<file path="config.mk">
export PLATFORM = sky130hd
export DESIGN_NAME = state_forward
export DESIGN_NICKNAME = d
export VERILOG_FILES = /design/src/verilog/book_pkg.sv /design/src/verilog/state_forward.sv
export VERILOG_INCLUDE_DIRS = /design/src /design/src/include
export SDC_FILE = /design/constraint.sdc
export NUM_CORES = 1
export LEC_CHECK = 0
export ABC_CLOCK_PERIOD_IN_PS = 3050
export BUFFER_PORTS_ARGS = -buffer_cell sky130_fd_sc_hd__buf_2
export CAP_MARGIN = 30
export CORE_AREA = 2 2 167 169
export DETAILED_ROUTE_END_ITERATION = 8
export DIE_AREA = 0 0 169 171
export RECOVER_POWER = 100
export SLEW_MARGIN = 40
export SYNTH_ARGS = -nofsm -noshare
export SYNTH_HDL_FRONTEND = slang
export SYNTH_SLANG_ARGS = --single-unit
</file>
<file path="constraint.sdc">
create_clock -name vclk -period 3.05
set_input_delay 0.305 -clock vclk [all_inputs]
set_output_delay 0.305 -clock vclk [all_outputs]
set_load 0.05 [all_outputs]
</file>
<file path="src/include/book_params.svh">
// Price book sizes and field widths, included by the book package and the testbench
`ifndef BOOK_PARAMS_SVH
`define BOOK_PARAMS_SVH

// Number of products with a book of their own
`define BOOK_PRODUCTS_N 8

// Product id, enough bits to index every product
`define BOOK_ID_W 3

// Price levels kept per book
`define BOOK_ENTRIES_N 4

// Price key of one level
`define BOOK_KEY_W 8

// Size carried by a single update
`define BOOK_SIZE_W 8

// Resting volume of one level
// Wider than the size so several adds accumulate before saturating
`define BOOK_VOLUME_W 12

`endif

</file>
<file path="src/verilog/book_pkg.sv">
// Shared types of the price book update pipeline, imported by every RTL module
`include "book_params.svh"

package book_pkg;

  // Basic fields
  typedef logic [`BOOK_ID_W-1:0] id_t;
  typedef logic [`BOOK_KEY_W-1:0] key_t;
  typedef logic [`BOOK_SIZE_W-1:0] size_t;
  typedef logic [`BOOK_VOLUME_W-1:0] volume_t;

  // Update command
  typedef enum logic {
    CMD_ADD = 1'b0,
    CMD_DEL = 1'b1
  } cmd_t;

  // One price level
  typedef struct packed {
    logic    valid;
    key_t    key;
    volume_t volume;
  } entry_t;

  // Whole book, index 0 is level 0
  // Ascending keys, valid entries packed at the low indices
  typedef entry_t [`BOOK_ENTRIES_N-1:0] state_t;

  // Update as accepted, S1 and S2 payload
  typedef struct packed {
    id_t   id;
    cmd_t  cmd;
    key_t  key;
    size_t size;
  } upd_t;

  // Execute stage payload, update plus the forwarded book
  typedef struct packed {
    upd_t   upd;
    state_t state;
  } exe_t;

  // Table write-back
  typedef struct packed {
    id_t    id;
    state_t state;
  } wrbk_t;

  // Level-0 change report
  typedef struct packed {
    id_t     id;
    key_t    key;
    volume_t volume;
  } notify_t;

endpackage

</file>
<file path="src/verilog/state_forward.sv">
// Picks the freshest book state for the update leaving S2 of the book update pipeline
`timescale 1ns/1ps

module state_forward (
  input  book_pkg::id_t    i_s2_id,
  input  logic             i_s3_vld,
  input  book_pkg::id_t    i_s3_id,
  input  book_pkg::state_t i_s3_next,
  input  logic             i_wrbk_vld,
  input  book_pkg::wrbk_t  i_wrbk,
  input  logic             i_cap_vld,
  input  book_pkg::state_t i_cap_state,
  input  book_pkg::state_t i_table_rdata,
  output book_pkg::state_t o_state
);
  import book_pkg::*;

  logic   s3_hit;
  logic   wrbk_hit;
  logic   early_sel;
  state_t early_state;

  // Update one ahead, still executing
  assign s3_hit = i_s3_vld && (i_s3_id == i_s2_id);

  // Update two ahead, sitting in write-back
  assign wrbk_hit = i_wrbk_vld && (i_wrbk.id == i_s2_id);

  // Early sources, newest first
  // Captured write-back is three ahead and already folded into the table
  always_comb begin
    if (s3_hit) begin
      early_state = i_s3_next;
    end else if (wrbk_hit) begin
      early_state = i_wrbk.state;
    end else begin
      early_state = i_cap_state;
    end
  end

  assign early_sel = s3_hit | wrbk_hit | i_cap_vld;

  // Memory data arrives late in the cycle
  // so it goes through the last mux only
  assign o_state = early_sel ? early_state : i_table_rdata;

endmodule

</file>
==> impl_metrics.py <==
metrics = {
    "status": {
        "outcome": "finished, final reports clean",
    },
    "routing": {
        "ant_nets": 0,
        "first_iter_violations": 215,
        "wl_mm": 16.19,
        "wl_per_cell_um": 13.19,
        "drc_errors": 0,
        "routed-via-count": 5087,
        "dr.pass1.iters": 6,
        "via_per_inst": 4.143,
    },
    "timing": {
        "worst-slew-pin-transition_ps": 662.5,
        "setup_ws_ps": 650.3,
        "setup_viol": 0,
        "hold_ws_ps": 1015,
        "relSlewSlack_pct": 55.83,
        "fin_setup_tns_ps": 0,
        "hold_viol_final": 0,
        "fmax_mhz": 416.7,
        "rsz0062_at_grt": "false",
        "finalCriticalPeriod_ps": 2400,
        "fin_crit_sh_pct": 78.68,
        "final_max_slew_viol_count": 0,
    },
    "placement": {
        "dpl-instance-area_mm2": 0.005983,
        "hpwl_mm": 13.65,
        "place_inst": 1228,
        "numPortBuffers": 432,
        "place_ws_ps": 812.2,
        "place_congestion": 0.8381,
    },
    "min_path": {
        "min_from": "i_s3_next[63]",
        "hp-class": "primary input to output pin",
    },
    "yosys": {
        "synth.area.top_cells": "a211oi_2, o31ai_2, nor2b_1",
        "syn_avg_cell_area_um2": 7.262,
        "yosysUniqueCellTypes": 16,
        "synth_area_leader_cell": "a211oi_2",
        "synthTopCellsByCount": "nand2_1, nor2_1, nor2b_1",
        "netlist.area_leader.share_pct": 21.36,
        "syn-cell-area_mm2": 0.003515,
        "yosysSeqAreaShare_pct": 0,
        "synth_cells": 484,
        "syn_nets": 832,
        "yosysWarnings": 0,
    },
    "clock_network": {
        "cts_hold_buf": 0,
        "postCtsSetupBuffers": 0,
        "cts_resized": 0,
    },
    "layout": {
        "nNetsFinal": 1232,
        "seq_cell_count": 0,
        "multi_input_area_mm2": 0.003099,
        "clkbuf_count": 0,
        "finalCoreUtilization_pct": 21.52,
        "final_area_mm2": 0.005881,
        "nFillCells": 3122,
        "fin_cells": 1228,
        "drive_gt1_share_pct": 55.90,
        "antennaDiodeCount": 0,
        "layout-area-overhead-vs-synth_pct": 67.32,
        "seq_area_um2": 0,
    },
    "die": {
        "io_pins": 432,
        "die_area_mm2": 0.02890,
        "core_mm2": 0.02732,
        "fp.dieW_um": 169,
        "die_height_um": 171,
        "rows": 61,
        "initial_core_util_pct": 12.86,
    },
    "global_route": {
        "grt.total_usage_pct": 9.623,
        "grt_pass1_wl_mm": 22.67,
        "grt_max_degree": 77,
        "overflow": 0,
        "grt_pass1_vias": 4561,
        "antenna_found_initial": 1,
    },
    "setup_path": {
        "worst_ep_required_time_ps": 2740,
        "cp-start-kind": "primary input",
        "crit_type": "primary input to output pin",
        "worstPathArrival_ps": 2090,
        "crit_fanout": 40,
        "worstSetupStartpoint": "i_s2_id[2]",
        "cp-end-kind": "output pin",
    },
    "power": {
        "ir_worst_vdd_v": 0.0001039,
        "leakagePower_nw": 2.530,
        "power_density_mw_per_mm2": 234.8,
        "p_total_mw": 1.381,
    },
    "flow_run": {
        "max_cap_viol_count": 0,
    },
}
-- power breakdown --
group | switching (mW) | internal, mW
Clock | 0 | 0
Combinational | 0.923 | 0.458
Sequential | 0 | 0
-- per-layer routing --
layer	track usage [%]	up-vias	share of wire [%]
li1	-	2542	-
met5	0	-	0.080
met4	1.821	2	2.0
met2	18.66	275	51
met3	1.018	16	7.6
met1	11.43	2252	39
-- cell usage in the layout (no fill, tap or decap) --
cell	count
and4_4	2
o31ai_2	60
buf_4	11
buf_6	1
nor2b_1	84
o31ai_1	24
clkbuf_1	82
xnor2_1	6
a211oi_2	60
buf_2	349
a211oi_1	24
nor2_1	84
nand4_1	1
buf_12	10
nand2_1	84
-- cells by family (layout without fill, tap and decap cells) --
logic type | Yosys count | count (layout) | synth area share (%)
XOR/XNOR | 6 | 6 | 1.495
AO/OA/AOI/OAI | 168 | 168 | 52.97
AND/OR/NAND/NOR | 255 | 255 | 33.64
buffers and inverters | 55 | 453 | 11.89
-- critical path: stages --
cell and delay (ps):
buf_2 120, xnor2_1 200, and4_4 290, buf_12 240
a211oi_1 100, o31ai_1 330, clkbuf_1 500
-- worst paths after layout --
kind	end	slack, ps	cells past startpoint
max	o_state[3]	650	7
min	o_state[63]	1020	4
-- final cells by class --
| type | instances | area share [%] |
|---|---|---|
| timing repair buffer | 453 | 39.94 |
| tap | 346 | 7.362 |
| multi-input combinational | 429 | 52.70 |
Note: power is estimated with default switching activity, not from simulation.
