===== config.mk =====
export PLATFORM = sky130hd
export DESIGN_NAME = state_table
export DESIGN_NICKNAME = d
export VERILOG_FILES = /design/src/verilog/book_pkg.sv /design/src/verilog/state_table.sv
export VERILOG_INCLUDE_DIRS = /design/src /design/src/include
export SDC_FILE = /design/constraint.sdc
export NUM_CORES = 1
export LEC_CHECK = 0
export BUFFER_PORTS_ARGS = -buffer_cell sky130_fd_sc_hd__buf_2
export CORE_ASPECT_RATIO = 1.25
export CORE_MARGIN = 1.5
export CORE_UTILIZATION = 50
export CTS_CLUSTER_SIZE = 24
export DETAILED_ROUTE_END_ITERATION = 6
export PLACE_DENSITY = 0.68
export SLEW_MARGIN = 20
export SYNTH_ARGS = -nofsm -noshare
export SYNTH_HDL_FRONTEND = slang
export SYNTH_SLANG_ARGS = --single-unit

===== constraint.sdc =====
create_clock -name clk -period 23.1 [get_ports clk]
set_clock_uncertainty 0.15 [all_clocks]
set_input_delay 2.31 -clock clk [delete_from_list [all_inputs] [get_ports clk]]
set_output_delay 2.31 -clock clk [all_outputs]
set_load 0.02 [all_outputs]

===== src/include/book_params.svh =====
// Price book sizes and field widths, included by the book package and the testbench
`ifndef BOOK_PARAMS_SVH
`define BOOK_PARAMS_SVH

// Number of products with a book of their own
`define BOOK_PRODUCTS_N 8

// Product id, enough bits to index every product
`define BOOK_ID_W 3

// Price levels kept per book
`define BOOK_ENTRIES_N 4

// Price key of one level
`define BOOK_KEY_W 8

// Size carried by a single update
`define BOOK_SIZE_W 8

// Resting volume of one level
// Wider than the size so several adds accumulate before saturating
`define BOOK_VOLUME_W 12

`endif


===== src/verilog/book_pkg.sv =====
// Shared types of the price book update pipeline, imported by every RTL module
`include "book_params.svh"

package book_pkg;

  // Basic fields
  typedef logic [`BOOK_ID_W-1:0] id_t;
  typedef logic [`BOOK_KEY_W-1:0] key_t;
  typedef logic [`BOOK_SIZE_W-1:0] size_t;
  typedef logic [`BOOK_VOLUME_W-1:0] volume_t;

  // Update command
  typedef enum logic {
    CMD_ADD = 1'b0,
    CMD_DEL = 1'b1
  } cmd_t;

  // One price level
  typedef struct packed {
    logic    valid;
    key_t    key;
    volume_t volume;
  } entry_t;

  // Whole book, index 0 is level 0
  // Ascending keys, valid entries packed at the low indices
  typedef entry_t [`BOOK_ENTRIES_N-1:0] state_t;

  // Update as accepted, S1 and S2 payload
  typedef struct packed {
    id_t   id;
    cmd_t  cmd;
    key_t  key;
    size_t size;
  } upd_t;

  // Execute stage payload, update plus the forwarded book
  typedef struct packed {
    upd_t   upd;
    state_t state;
  } exe_t;

  // Table write-back
  typedef struct packed {
    id_t    id;
    state_t state;
  } wrbk_t;

  // Level-0 change report
  typedef struct packed {
    id_t     id;
    key_t    key;
    volume_t volume;
  } notify_t;

endpackage


===== src/verilog/state_table.sv =====
// Per-product book state memory of the update pipeline, registered read and edge write
`timescale 1ns/1ps
`include "book_params.svh"

module state_table (
  input  logic             clk,
  input  logic             rst,
  input  logic             i_ren,
  input  book_pkg::id_t    i_raddr,
  output book_pkg::state_t o_rdata,
  input  logic             i_wen,
  input  book_pkg::id_t    i_waddr,
  input  book_pkg::state_t i_wdata
);
  import book_pkg::*;

  // One book per product
  state_t                      mem [`BOOK_PRODUCTS_N];
  // Row has been written since reset
  logic [`BOOK_PRODUCTS_N-1:0] written_r;
  state_t                      rdata_r;

  // Written flags, cleared so every book starts empty
  always_ff @(posedge clk) begin
    if (rst) begin
      written_r <= '0;
    end else if (i_wen) begin
      written_r[i_waddr] <= 1'b1;
    end
  end

  // Row storage
  always_ff @(posedge clk) begin
    if (i_wen) begin
      mem[i_waddr] <= i_wdata;
    end
  end

  // Registered read, old data on a same-cycle write
  // Unwritten rows read as all-invalid
  always_ff @(posedge clk) begin
    if (i_ren) begin
      rdata_r <= written_r[i_raddr] ? mem[i_raddr] : '0;
    end
  end

  assign o_rdata = rdata_r;

  // S1 kills the read when write-back targets the same product
  a_no_rw_collision: assert property (@(posedge clk) disable iff (rst)
    !(i_ren && i_wen && (i_raddr == i_waddr)));

endmodule


==> results of run 1 <==
layout by cell type (no fill, tap or decap), drive strengths merged:
| master | instances |
|---|---|
| edfxtp | 756 |
| buf | 198 |
| mux4 | 170 |
| nor2 | 95 |
| clkbuf | 89 |
| mux2i | 85 |
| clkinv | 30 |
| dfxtp | 8 |
| bufinv | 5 |
| inv | 4 |
| o21ba | 3 |
| diode | 2 |
| nand2 | 2 |
| and4b | 2 |
| nor4bb | 2 |
| clkinvlp | 2 |
| nor3b | 1 |
| nor3 | 1 |
| nor4b | 1 |
routing by layer:
layer	global-route usage (%)	vias up	part of all wire, %
met2	32.1	290	51
li1	-	5396	-
met3	3.72	84	4.9
met1	27.0	6701	42
met5	0	-	0.19
met4	5.83	18	1.8
worst max-delay path: cells and delay by family:
| family | cells | cell delay [ps] |
|---|---|---|
| buffers and inverters | 3 | 2020 |
| muxes | 2 | 600 |
| and+or+nand+nor | 1 | 140 |
report_power, final:
part	switching [uW]	leakage, uW	internal (uW)
logic	87.9	0.00265	60.8
clock network	485	0.00110	650
registers	11.3	0.00704	1570
total	584	0.0108	2280
cell type report:
type | instances | share of cell area (%)
Sequential cell | 764 | 70.7
Antenna cell | 2 | 0.0155
Clock inverter | 41 | 1.01
Multi-Input combinational cell | 362 | 16.1
Tap cell | 742 | 2.87
Timing Repair Buffer | 198 | 3.34
Clock buffer | 89 | 5.97
how the worst max path moves through the flow:
stage | end | cells past startpoint
finish | o_rdata[33]$_SDFFCE_PN0P_ | 6
global route | o_rdata[28]$_SDFFCE_PN0P_ | 6
CTS | o_rdata[33]$_SDFFCE_PN0P_ | 6
detailed placement | o_rdata[25]$_SDFFCE_PN0P_ | 6
global placement | o_rdata[49]$_SDFFCE_PN0P_ | 6
floorplan | mem[0][0]$_DFFE_PP_ | 1
flip-flops by register name, indices dropped and copies added (netlist names):
name       count
written_r      8
o_rdata       84
mem          672
cells by family (layout without fill, tap and decap cells):
kind of cell / after synthesis / count (layout) / synth area share (%)
flip-flops: 764 / 764 / 80.7
multiplexers: 255 / 255 / 16.5
buffers and inverters: 57 / 328 / 1.16
AND/OR/NAND/NOR: 104 / 104 / 1.50
AO/OA/AOI/OAI: 3 / 3 / 0.106
other: 0 / 2 / 0
through the flow:
step                cell area [um^2]  instances  power (uW)
floorplan                      28300       1183        1710
global placement               30100       2066        1760
detailed placement             30100       2066        1770
CTS                            32300       2196        2900
global route                   32300       2196        2960
finish                         32300       2198        2870
==> impl_metrics.env, run 1 <==
export IMPL_dieArea_um2=58100
export IMPL_grt_pass1_vias=13362
export IMPL_yosysMostFrequentCell="edfxtp_1"
export IMPL_min_path_type="flip-flop to flip-flop"
export IMPL_r2r_start="written_r[0]$_SDFFE_PP0P_"
export IMPL_die_w_um=216
export IMPL_clock_insertion_delay_worst_skew_ps=610
export IMPL_synthFlopType="edfxtp_1"
export IMPL_areaGrowthSynthToFinish_pct=14.2
export IMPL_ys_seq_area_share_pct=80.7
export IMPL_synth_seq_cells=764
export IMPL_post_dp_hpwl_um=28500
export IMPL_drc_errors=0
export IMPL_finalWorstSetupSlack_ps=18130
export IMPL_async_flop_share_pct=0
export IMPL_yosysUniqueCellTypes=18
export IMPL_holdWs_ps=321
export IMPL_clock_path_buffers=3
export IMPL_cts_hold_fix_buffers=0
export IMPL_syn_area_per_cell_um2=23.9
export IMPL_p_leak_uw=0.0108
export IMPL_critical_path_class="input port to flip-flop"
export IMPL_rrSetupSlack_ps=20880
export IMPL_slew_viol_final=0
export IMPL_wl_um=55500
export IMPL_holdPathEnd="written_r[6]$_SDFFE_PP0P_"
export IMPL_vias_per_cell=5.68
export IMPL_crit_required_ps=23260
export IMPL_initialDrtViolationCount=1172
export IMPL_post_cts_resized=0
export IMPL_place_ws_ps=17530
export IMPL_start_kind="input port"
export IMPL_synth_edf_count=756
export IMPL_hold_path_startpoint="written_r[6]$_SDFFE_PP0P_"
export IMPL_yosys_area_top_type="edfxtp_1"
export IMPL_ant_nets=0
export IMPL_fmax_ghz=0.201
export IMPL_ys_top_cells_by_count="edfxtp_1 (756), mux4_2 (170), nor2_1 (95)"
export IMPL_syn_nets=1277
export IMPL_crit_start="i_raddr[2]"
export IMPL_post_cts_buffers=0
export IMPL_cp_slowest_stage_delay_ps=710
export IMPL_drive_gt1_share_pct=32.7
export IMPL_clockRootBuffer="clkbuf_16"
export IMPL_grt_antenna_before_repair=12
export IMPL_coreArea_um2=56100
export IMPL_cp_common_cell="buf_4"
export IMPL_powerDensity_nw_per_um2=88.7
export IMPL_grt_use_total_pct=19.6
export IMPL_ir_worst_vdd_mv=0.0458
export IMPL_initial_core_util_pct=50.5
export IMPL_synth_top_cell_area_share_pct=80.1
export IMPL_worst_path_max_fanout=55
export IMPL_h_tree_depth=3
export IMPL_crit_slowest_cell="buf_4"
export IMPL_numCtsBuffers=71
export IMPL_grt_pass1_wl_um=83800
export IMPL_cp_end_kind="flip-flop"
export IMPL_multi_input_area_um2=5210
export IMPL_firstDrtPassIters=5
export IMPL_finalSetupTns_ps=0
export IMPL_yosysWarnings=0
export IMPL_finalHoldViolations=0
export IMPL_grt_max_degree=103
export IMPL_holdPathStages=2
export IMPL_cts_tree="done"
export IMPL_num_vias=12489
export IMPL_rsz0062_at_grt="no"
export IMPL_r2r_end="o_rdata[33]$_SDFFCE_PN0P_"
export IMPL_maxCapViolations=0
export IMPL_rows=97
export IMPL_worst_pin_slew_ps=1050
export IMPL_fin_nets=1491
export IMPL_io_pins=178
export IMPL_slew_headroom_pct=30.0
export IMPL_period_needed_ps=4970
export IMPL_synthCells=1183
export IMPL_fp_dieH_um=269
export IMPL_min_period_over_period_pct=21.5
export IMPL_path_cells="buf_6 -> buf_4 -> mux4_2 -> mux2i_4 -> buf_4 -> nor2_1"
export IMPL_cts_sinks=764
export IMPL_netlist_area_um2=28300
export IMPL_run_status="finished clean"
export IMPL_fill_cells=4100
export IMPL_wl_per_cell_um=25.3
export IMPL_utilization_pct=57.7
export IMPL_portBuffers=177
export IMPL_rr_worst_depth=4
export IMPL_arrival_ps=5140
export IMPL_path_clk_slew_ps=60
export IMPL_seqCellArea_um2=22900
export IMPL_finalWeightedCongestion=0.692
export IMPL_setup_viol=0
export IMPL_synth_top_cells_by_area="edfxtp_1 (80%), mux4_2 (14%), mux2i_1 (3.0%)"
export IMPL_globalRouteOverflowTotal=0
Note: power is estimated with default switching activity, not from simulation.
==> run 2: changes to the inputs <==
==> constraint.sdc (replaced) <==
create_clock -name clk -period 4.6 [get_ports clk]
set_clock_uncertainty 0.15 [all_clocks]
set_input_delay 0.46 -clock clk [delete_from_list [all_inputs] [get_ports clk]]
set_output_delay 0.46 -clock clk [all_outputs]
set_load 0.02 [all_outputs]
==> impl_metrics.env, run 2 (synthesized netlist as in run 1, its figures left out) <==
export IMPL_run_status="finished clean"
export IMPL_coreArea_um2=56100
export IMPL_clock_insertion_delay_worst_skew_ps=610
export IMPL_swShare_pct=20.6
export IMPL_start_kind="flip-flop"
export IMPL_numCtsBuffers=71
export IMPL_r2r_end="o_rdata[0]$_SDFFCE_PN0P_"
export IMPL_place_area_um2=30200
export IMPL_total_power_uw=14400
export IMPL_drc_errors=0
export IMPL_grt_antenna_before_repair=4
export IMPL_rsz0062_at_grt="no"
export IMPL_grt_use_total_pct=19.8
export IMPL_fmax_ghz=0.454
export IMPL_power_share_combinational_pct=5.7
export IMPL_vias_per_cell=5.65
export IMPL_holdPathEnd="o_rdata[7]$_SDFFCE_PN0P_"
export IMPL_post_cts_buffers=0
export IMPL_cts_tree="done"
export IMPL_internal_power_uw=11400
export IMPL_portBuffers=177
export IMPL_cp_end_kind="flip-flop"
export IMPL_dieArea_um2=58100
export IMPL_wl_um=56400
export IMPL_path_cells="mux4_2 -> mux2i_4 -> buf_4 -> nor2_1"
export IMPL_min_path_type="input port to flip-flop"
export IMPL_worst_path_max_fanout=21
export IMPL_initial_core_util_pct=50.5
export IMPL_largest_reg_flops=672
export IMPL_num_vias=12915
export IMPL_clkPwrFrac_pct=38.9
export IMPL_fp_dieH_um=269
export IMPL_crit_required_ps=4780
export IMPL_rr_worst_depth=4
export IMPL_grt_pass1_wl_um=85300
export IMPL_firstDrtPassIters=5
export IMPL_holdWs_ps=238
export IMPL_h_tree_depth=3
export IMPL_crit_slowest_cell="mux4_2"
export IMPL_fin_nets=1580
export IMPL_ant_nets=0
export IMPL_min_period_over_period_pct=47.9
export IMPL_initialDrtViolationCount=1086
export IMPL_grt_max_degree=86
export IMPL_r2r_start="written_r[4]$_SDFFE_PP0P_"
export IMPL_critical_path_class="flip-flop to flip-flop"
export IMPL_wl_per_cell_um=24.7
export IMPL_finalHoldViolations=0
export IMPL_cp_slowest_stage_delay_ps=490
export IMPL_p_switching_uw=2960
export IMPL_final_cell_area_um2=33300
export IMPL_pwr_share_seq_pct=55.4
export IMPL_finalSetupTns_ps=0
export IMPL_clock_path_buffers=3
export IMPL_largest_register="mem"
export IMPL_period_needed_ps=2200
export IMPL_ir_worst_vdd_mv=0.232
export IMPL_arrival_ps=2380
export IMPL_path_clk_slew_ps=70
export IMPL_slew_viol_final=0
export IMPL_worst_pin_slew_ps=885
export IMPL_finalWeightedCongestion=0.691
export IMPL_post_dp_hpwl_um=28200
export IMPL_maxCapViolations=0
export IMPL_die_w_um=216
export IMPL_clockRootBuffer="clkbuf_16"
export IMPL_powerDensity_nw_per_um2=432
export IMPL_globalRouteOverflowTotal=0
export IMPL_hold_path_startpoint="i_raddr[2]"
export IMPL_holdPathStages=3
export IMPL_io_pins=178
export IMPL_layout_common_cells="edfxtp_1 (756), buf_2 (173), mux4_2 (170)"
export IMPL_drive_gt1_share_pct=31.3
export IMPL_cts_sinks=764
export IMPL_grt_pass1_vias=13976
export IMPL_p_leak_uw=0.0112
export IMPL_slew_headroom_pct=41.0
export IMPL_areaGrowthSynthToFinish_pct=17.5
export IMPL_layout_commonest_cell="edfxtp_1"
export IMPL_rows=97
export IMPL_setup_viol=0
export IMPL_rrSetupSlack_ps=2400
## run 2: layer usage
metal | wire [um] | GRT usage [%] | part of all wire (%)
met3 | 2630 | 3.55 | 4.7
met2 | 28500 | 33.0 | 51
met4 | 1190 | 6.14 | 2.1
met1 | 24000 | 26.9 | 43
met5 | 45 | 0 | 0.080
## run 2: worst max path at each step
stage	start	endpoint	slack, ps	depth (start not counted)
after CTS	written_r[4]$_SDFFE_PP0P_	o_rdata[0]$_SDFFCE_PN0P_	2380	4
final	written_r[4]$_SDFFE_PP0P_	o_rdata[0]$_SDFFCE_PN0P_	2400	4
after global placement	i_waddr[1]	mem[5][79]$_DFFE_PP_	1980	3
after detailed placement	i_raddr[0]	o_rdata[78]$_SDFFCE_PN0P_	1970	5
after global routing	written_r[4]$_SDFFE_PP0P_	o_rdata[0]$_SDFFCE_PN0P_	2310	4
after floorplan	i_waddr[0]	mem[3][0]$_DFFE_PP_	110	2
## run 2: metrics by stage
| stage | worst slack [ps] | std cells | utilization (%) |
|---|---|---|---|
| 2_1_floorplan | 112 | 1183 | - |
| 3_3_place_gp | 1980 | 2070 | 53.9 |
| 3_5_place_dp | 1970 | 2070 | 53.9 |
| 4_1_cts | 2380 | 2284 | 59.4 |
| 5_1_grt | 2310 | 2285 | 59.4 |
| 6_report | 2400 | 2285 | 59.4 |
## run 2: critical path, delay by kind of cell, from the launching register on
family	cells	cell delay (ps)
muxes	2	930
buffers and inverters	1	410
DFF	1	320
and+or+nand+nor	1	110
## run 2: power by group through the flow
stage               logic (uW)  registers, uW  clock network, uW
floorplan                  422           8150                  0
global placement           754           8100                  0
detailed placement         769           8110                  0
CTS                        834           7960               5700
global route               883           7980               5950
finish                     818           7960               5600
## run 2: cell type report
cell class              instances  area (um^2)
clock inverters                41          289
clock buffers                  88         1930
well taps                     742          928
repair buffers                287         2050
flip-flops and latches        764        22900
fillers                      4044        22800
diodes                          1         2.50
multi-input cells             362         5230
## run 2: timing repair
item                      CTS  global route
resized for setup           0             0
hold buffers               85             0
hold endpoints to repair  677             0
==> run 3: changes to the inputs <==
--- a/config.mk
+++ b/config.mk
@@ -12,7 +12,7 @@
 export CORE_UTILIZATION = 50
 export CTS_CLUSTER_SIZE = 24
 export DETAILED_ROUTE_END_ITERATION = 6
-export PLACE_DENSITY = 0.68
+export PLACE_DENSITY = 0.7
 export SLEW_MARGIN = 20
 export SYNTH_ARGS = -nofsm -noshare
 export SYNTH_HDL_FRONTEND = slang
==> constraint.sdc (replaced) <==
create_clock -name clk -period 1.85 [get_ports clk]
set_clock_uncertainty 0.15 [all_clocks]
set_input_delay 0.185 -clock clk [delete_from_list [all_inputs] [get_ports clk]]
set_output_delay 0.185 -clock clk [all_outputs]
set_load 0.02 [all_outputs]
==> impl_metrics.env, run 3 (synthesized netlist as in run 1, its figures left out) <==
export IMPL_io_pins=178
export IMPL_ir_worst_vdd_mv=0.764
export IMPL_globalRouteOverflowTotal=0
export IMPL_rrSetupSlack_ps=-70
export IMPL_finalWeightedCongestion=0.752
export IMPL_crit_slowest_cell="mux4_2"
export IMPL_worst_path_max_fanout=9
export IMPL_min_path_type="input port to flip-flop"
export IMPL_holdWs_ps=68.6
export IMPL_clock_path_buffers=3
export IMPL_clockRootBuffer="clkbuf_16"
export IMPL_initial_core_util_pct=50.5
export IMPL_coreArea_um2=56100
export IMPL_start_kind="flip-flop"
export IMPL_post_dp_hpwl_um=35600
export IMPL_maxCapViolations=0
export IMPL_cts_tree="done"
export IMPL_slew_viol_final=0
export IMPL_period_needed_ps=1920
export IMPL_place_ws_ps=-102
export IMPL_crit_start="written_r[5]$_SDFFE_PP0P_"
export IMPL_finalWorstSetupSlack_ps=-70.5
export IMPL_num_vias=13267
export IMPL_crit_cells=5
export IMPL_wl_per_cell_um=24.9
export IMPL_r2r_start="written_r[5]$_SDFFE_PP0P_"
export IMPL_vias_per_cell=5.60
export IMPL_layout_common_cells="edfxtp_1 (756), buf_2 (173), mux4_2 (170)"
export IMPL_layout_commonest_cell="edfxtp_1"
export IMPL_finalHoldViolations=0
export IMPL_path_cells="mux4_2 -> mux2i_4 -> buf_12 -> clkbuf_16 -> nor2_1"
export IMPL_portBuffers=177
export IMPL_rsz0062_at_grt="yes"
export IMPL_fp_dieH_um=269
export IMPL_fin_nets=1666
export IMPL_h_tree_depth=3
export IMPL_setup_viol=76
export IMPL_drc_errors=0
export IMPL_grt_max_degree=54
export IMPL_rr_worst_depth=5
export IMPL_finalSetupTns_ps=-3000
export IMPL_grt_antenna_before_repair=3
export IMPL_cp_slowest_stage_delay_ps=500
export IMPL_numCtsBuffers=74
export IMPL_powerDensity_nw_per_um2=1040
export IMPL_cp_end_kind="flip-flop"
export IMPL_firstDrtPassIters=5
export IMPL_wl_um=59000
export IMPL_rows=97
export IMPL_areaGrowthSynthToFinish_pct=23.3
export IMPL_fmax_ghz=0.521
export IMPL_p_leak_uw=0.0119
export IMPL_min_period_over_period_pct=104
export IMPL_holdPathEnd="o_rdata[21]$_SDFFCE_PN0P_"
export IMPL_ant_nets=0
export IMPL_grt_pass1_vias=14224
export IMPL_arrival_ps=2130
export IMPL_clock_insertion_delay_worst_skew_ps=610
export IMPL_largest_reg_flops=672
export IMPL_violations="negative setup slack"
export IMPL_grt_use_total_pct=20.8
export IMPL_fill_cells=3812
export IMPL_crit_required_ps=2050
export IMPL_hold_path_startpoint="i_raddr[2]"
export IMPL_dieArea_um2=58100
export IMPL_cp_num_buf_inv=2
export IMPL_die_w_um=216
export IMPL_critical_path_class="flip-flop to flip-flop"
export IMPL_grt_pass1_wl_um=89200
export IMPL_worst_pin_slew_ps=545
export IMPL_r2r_end="o_rdata[72]$_SDFFCE_PN0P_"
export IMPL_crit_family="multiplexers"
export IMPL_run_status="complete, but fails checks"
export IMPL_cts_sinks=764
export IMPL_path_clk_slew_ps=60
export IMPL_slew_headroom_pct=63.7
export IMPL_drive_gt1_share_pct=35.2
export IMPL_initialDrtViolationCount=1170
export IMPL_largest_register="mem"
export IMPL_holdPathStages=4
[run 3: cell count changes in the layout (fill, tap and decap cells not counted), sizes merged]
cell	change
dlygate4sd3	+1
bufinv	+1
clkinvlp	-3
clkbuf	+5
buf	+81
inv	-1
clkinv	+1
[run 3: power breakdown]
| group | internal [uW] | leakage, uW | total [uW] | switching [uW] |
|---|---|---|---|---|
| Combinational | 1120 | 0.00375 | 2340 | 1220 |
| Clock | 8140 | 0.00109 | 14200 | 6080 |
| Sequential | 19600 | 0.00704 | 19800 | 160 |
| Total | 28900 | 0.0119 | 36400 | 7460 |
[run 3: worst max-delay path by stage]
stage                           endpoint  slack [ps]
6_report       o_rdata[72]$_SDFFCE_PN0P_         -70
5_1_grt        o_rdata[74]$_SDFFCE_PN0P_         -90
4_1_cts        o_rdata[54]$_SDFFCE_PN0P_         -50
3_5_place_dp   o_rdata[80]$_SDFFCE_PN0P_        -100
3_3_place_gp   o_rdata[81]$_SDFFCE_PN0P_         -70
2_1_floorplan        mem[1][0]$_DFFE_PP_       -1740
[run 3: timing repair]
item,CTS,global route
buffers inserted,2,2
pin swaps,0,7
setup endpoints to repair,61,76
resized for setup,1,23
cloned,1,3
hold buffers,86,0
hold endpoints to repair,728,0
[run 3: per-layer routing]
layer	up-vias	part of all wire, %	global-route usage [%]
met5	-	0.036	0
met4	4	1.7	5.92
met3	69	4.9	3.59
met2	390	51	34.5
met1	7054	42	28.6
li1	5750	-	-
[run 3: cell type report]
class / instances / area (um^2) / area share [%]
Multi-Input combinational cell: 362 / 5320 / 15.2
Tap cell: 742 / 928 / 2.66
Antenna cell: 1 / 2.50 / 0.00717
Clock buffer: 92 / 1980 / 5.68
Clock inverter: 39 / 280 / 0.803
Timing Repair Buffer: 370 / 3530 / 10.1
Sequential cell: 764 / 22900 / 65.5
[run 3: worst register-to-register path: stages (launching register included)]
cell and delay (ps):
dfxtp_2 310, mux4_2 500, mux2i_4 220, buf_12 210
clkbuf_16 210, nor2_1 60
[run 3: through the flow]
step / total power (uW) / area [um^2] / utilization [%] / cells
6_report: 36400 / 34900 / 62.3 / 2370
5_1_grt: 37500 / 34900 / 62.3 / 2370
4_1_cts: 36600 / 34700 / 62.0 / 2364
3_5_place_dp: 22300 / 31600 / 56.3 / 2144
3_3_place_gp: 22200 / 31600 / 56.3 / 2144
2_1_floorplan: 21300 / 28500 / - / 1183
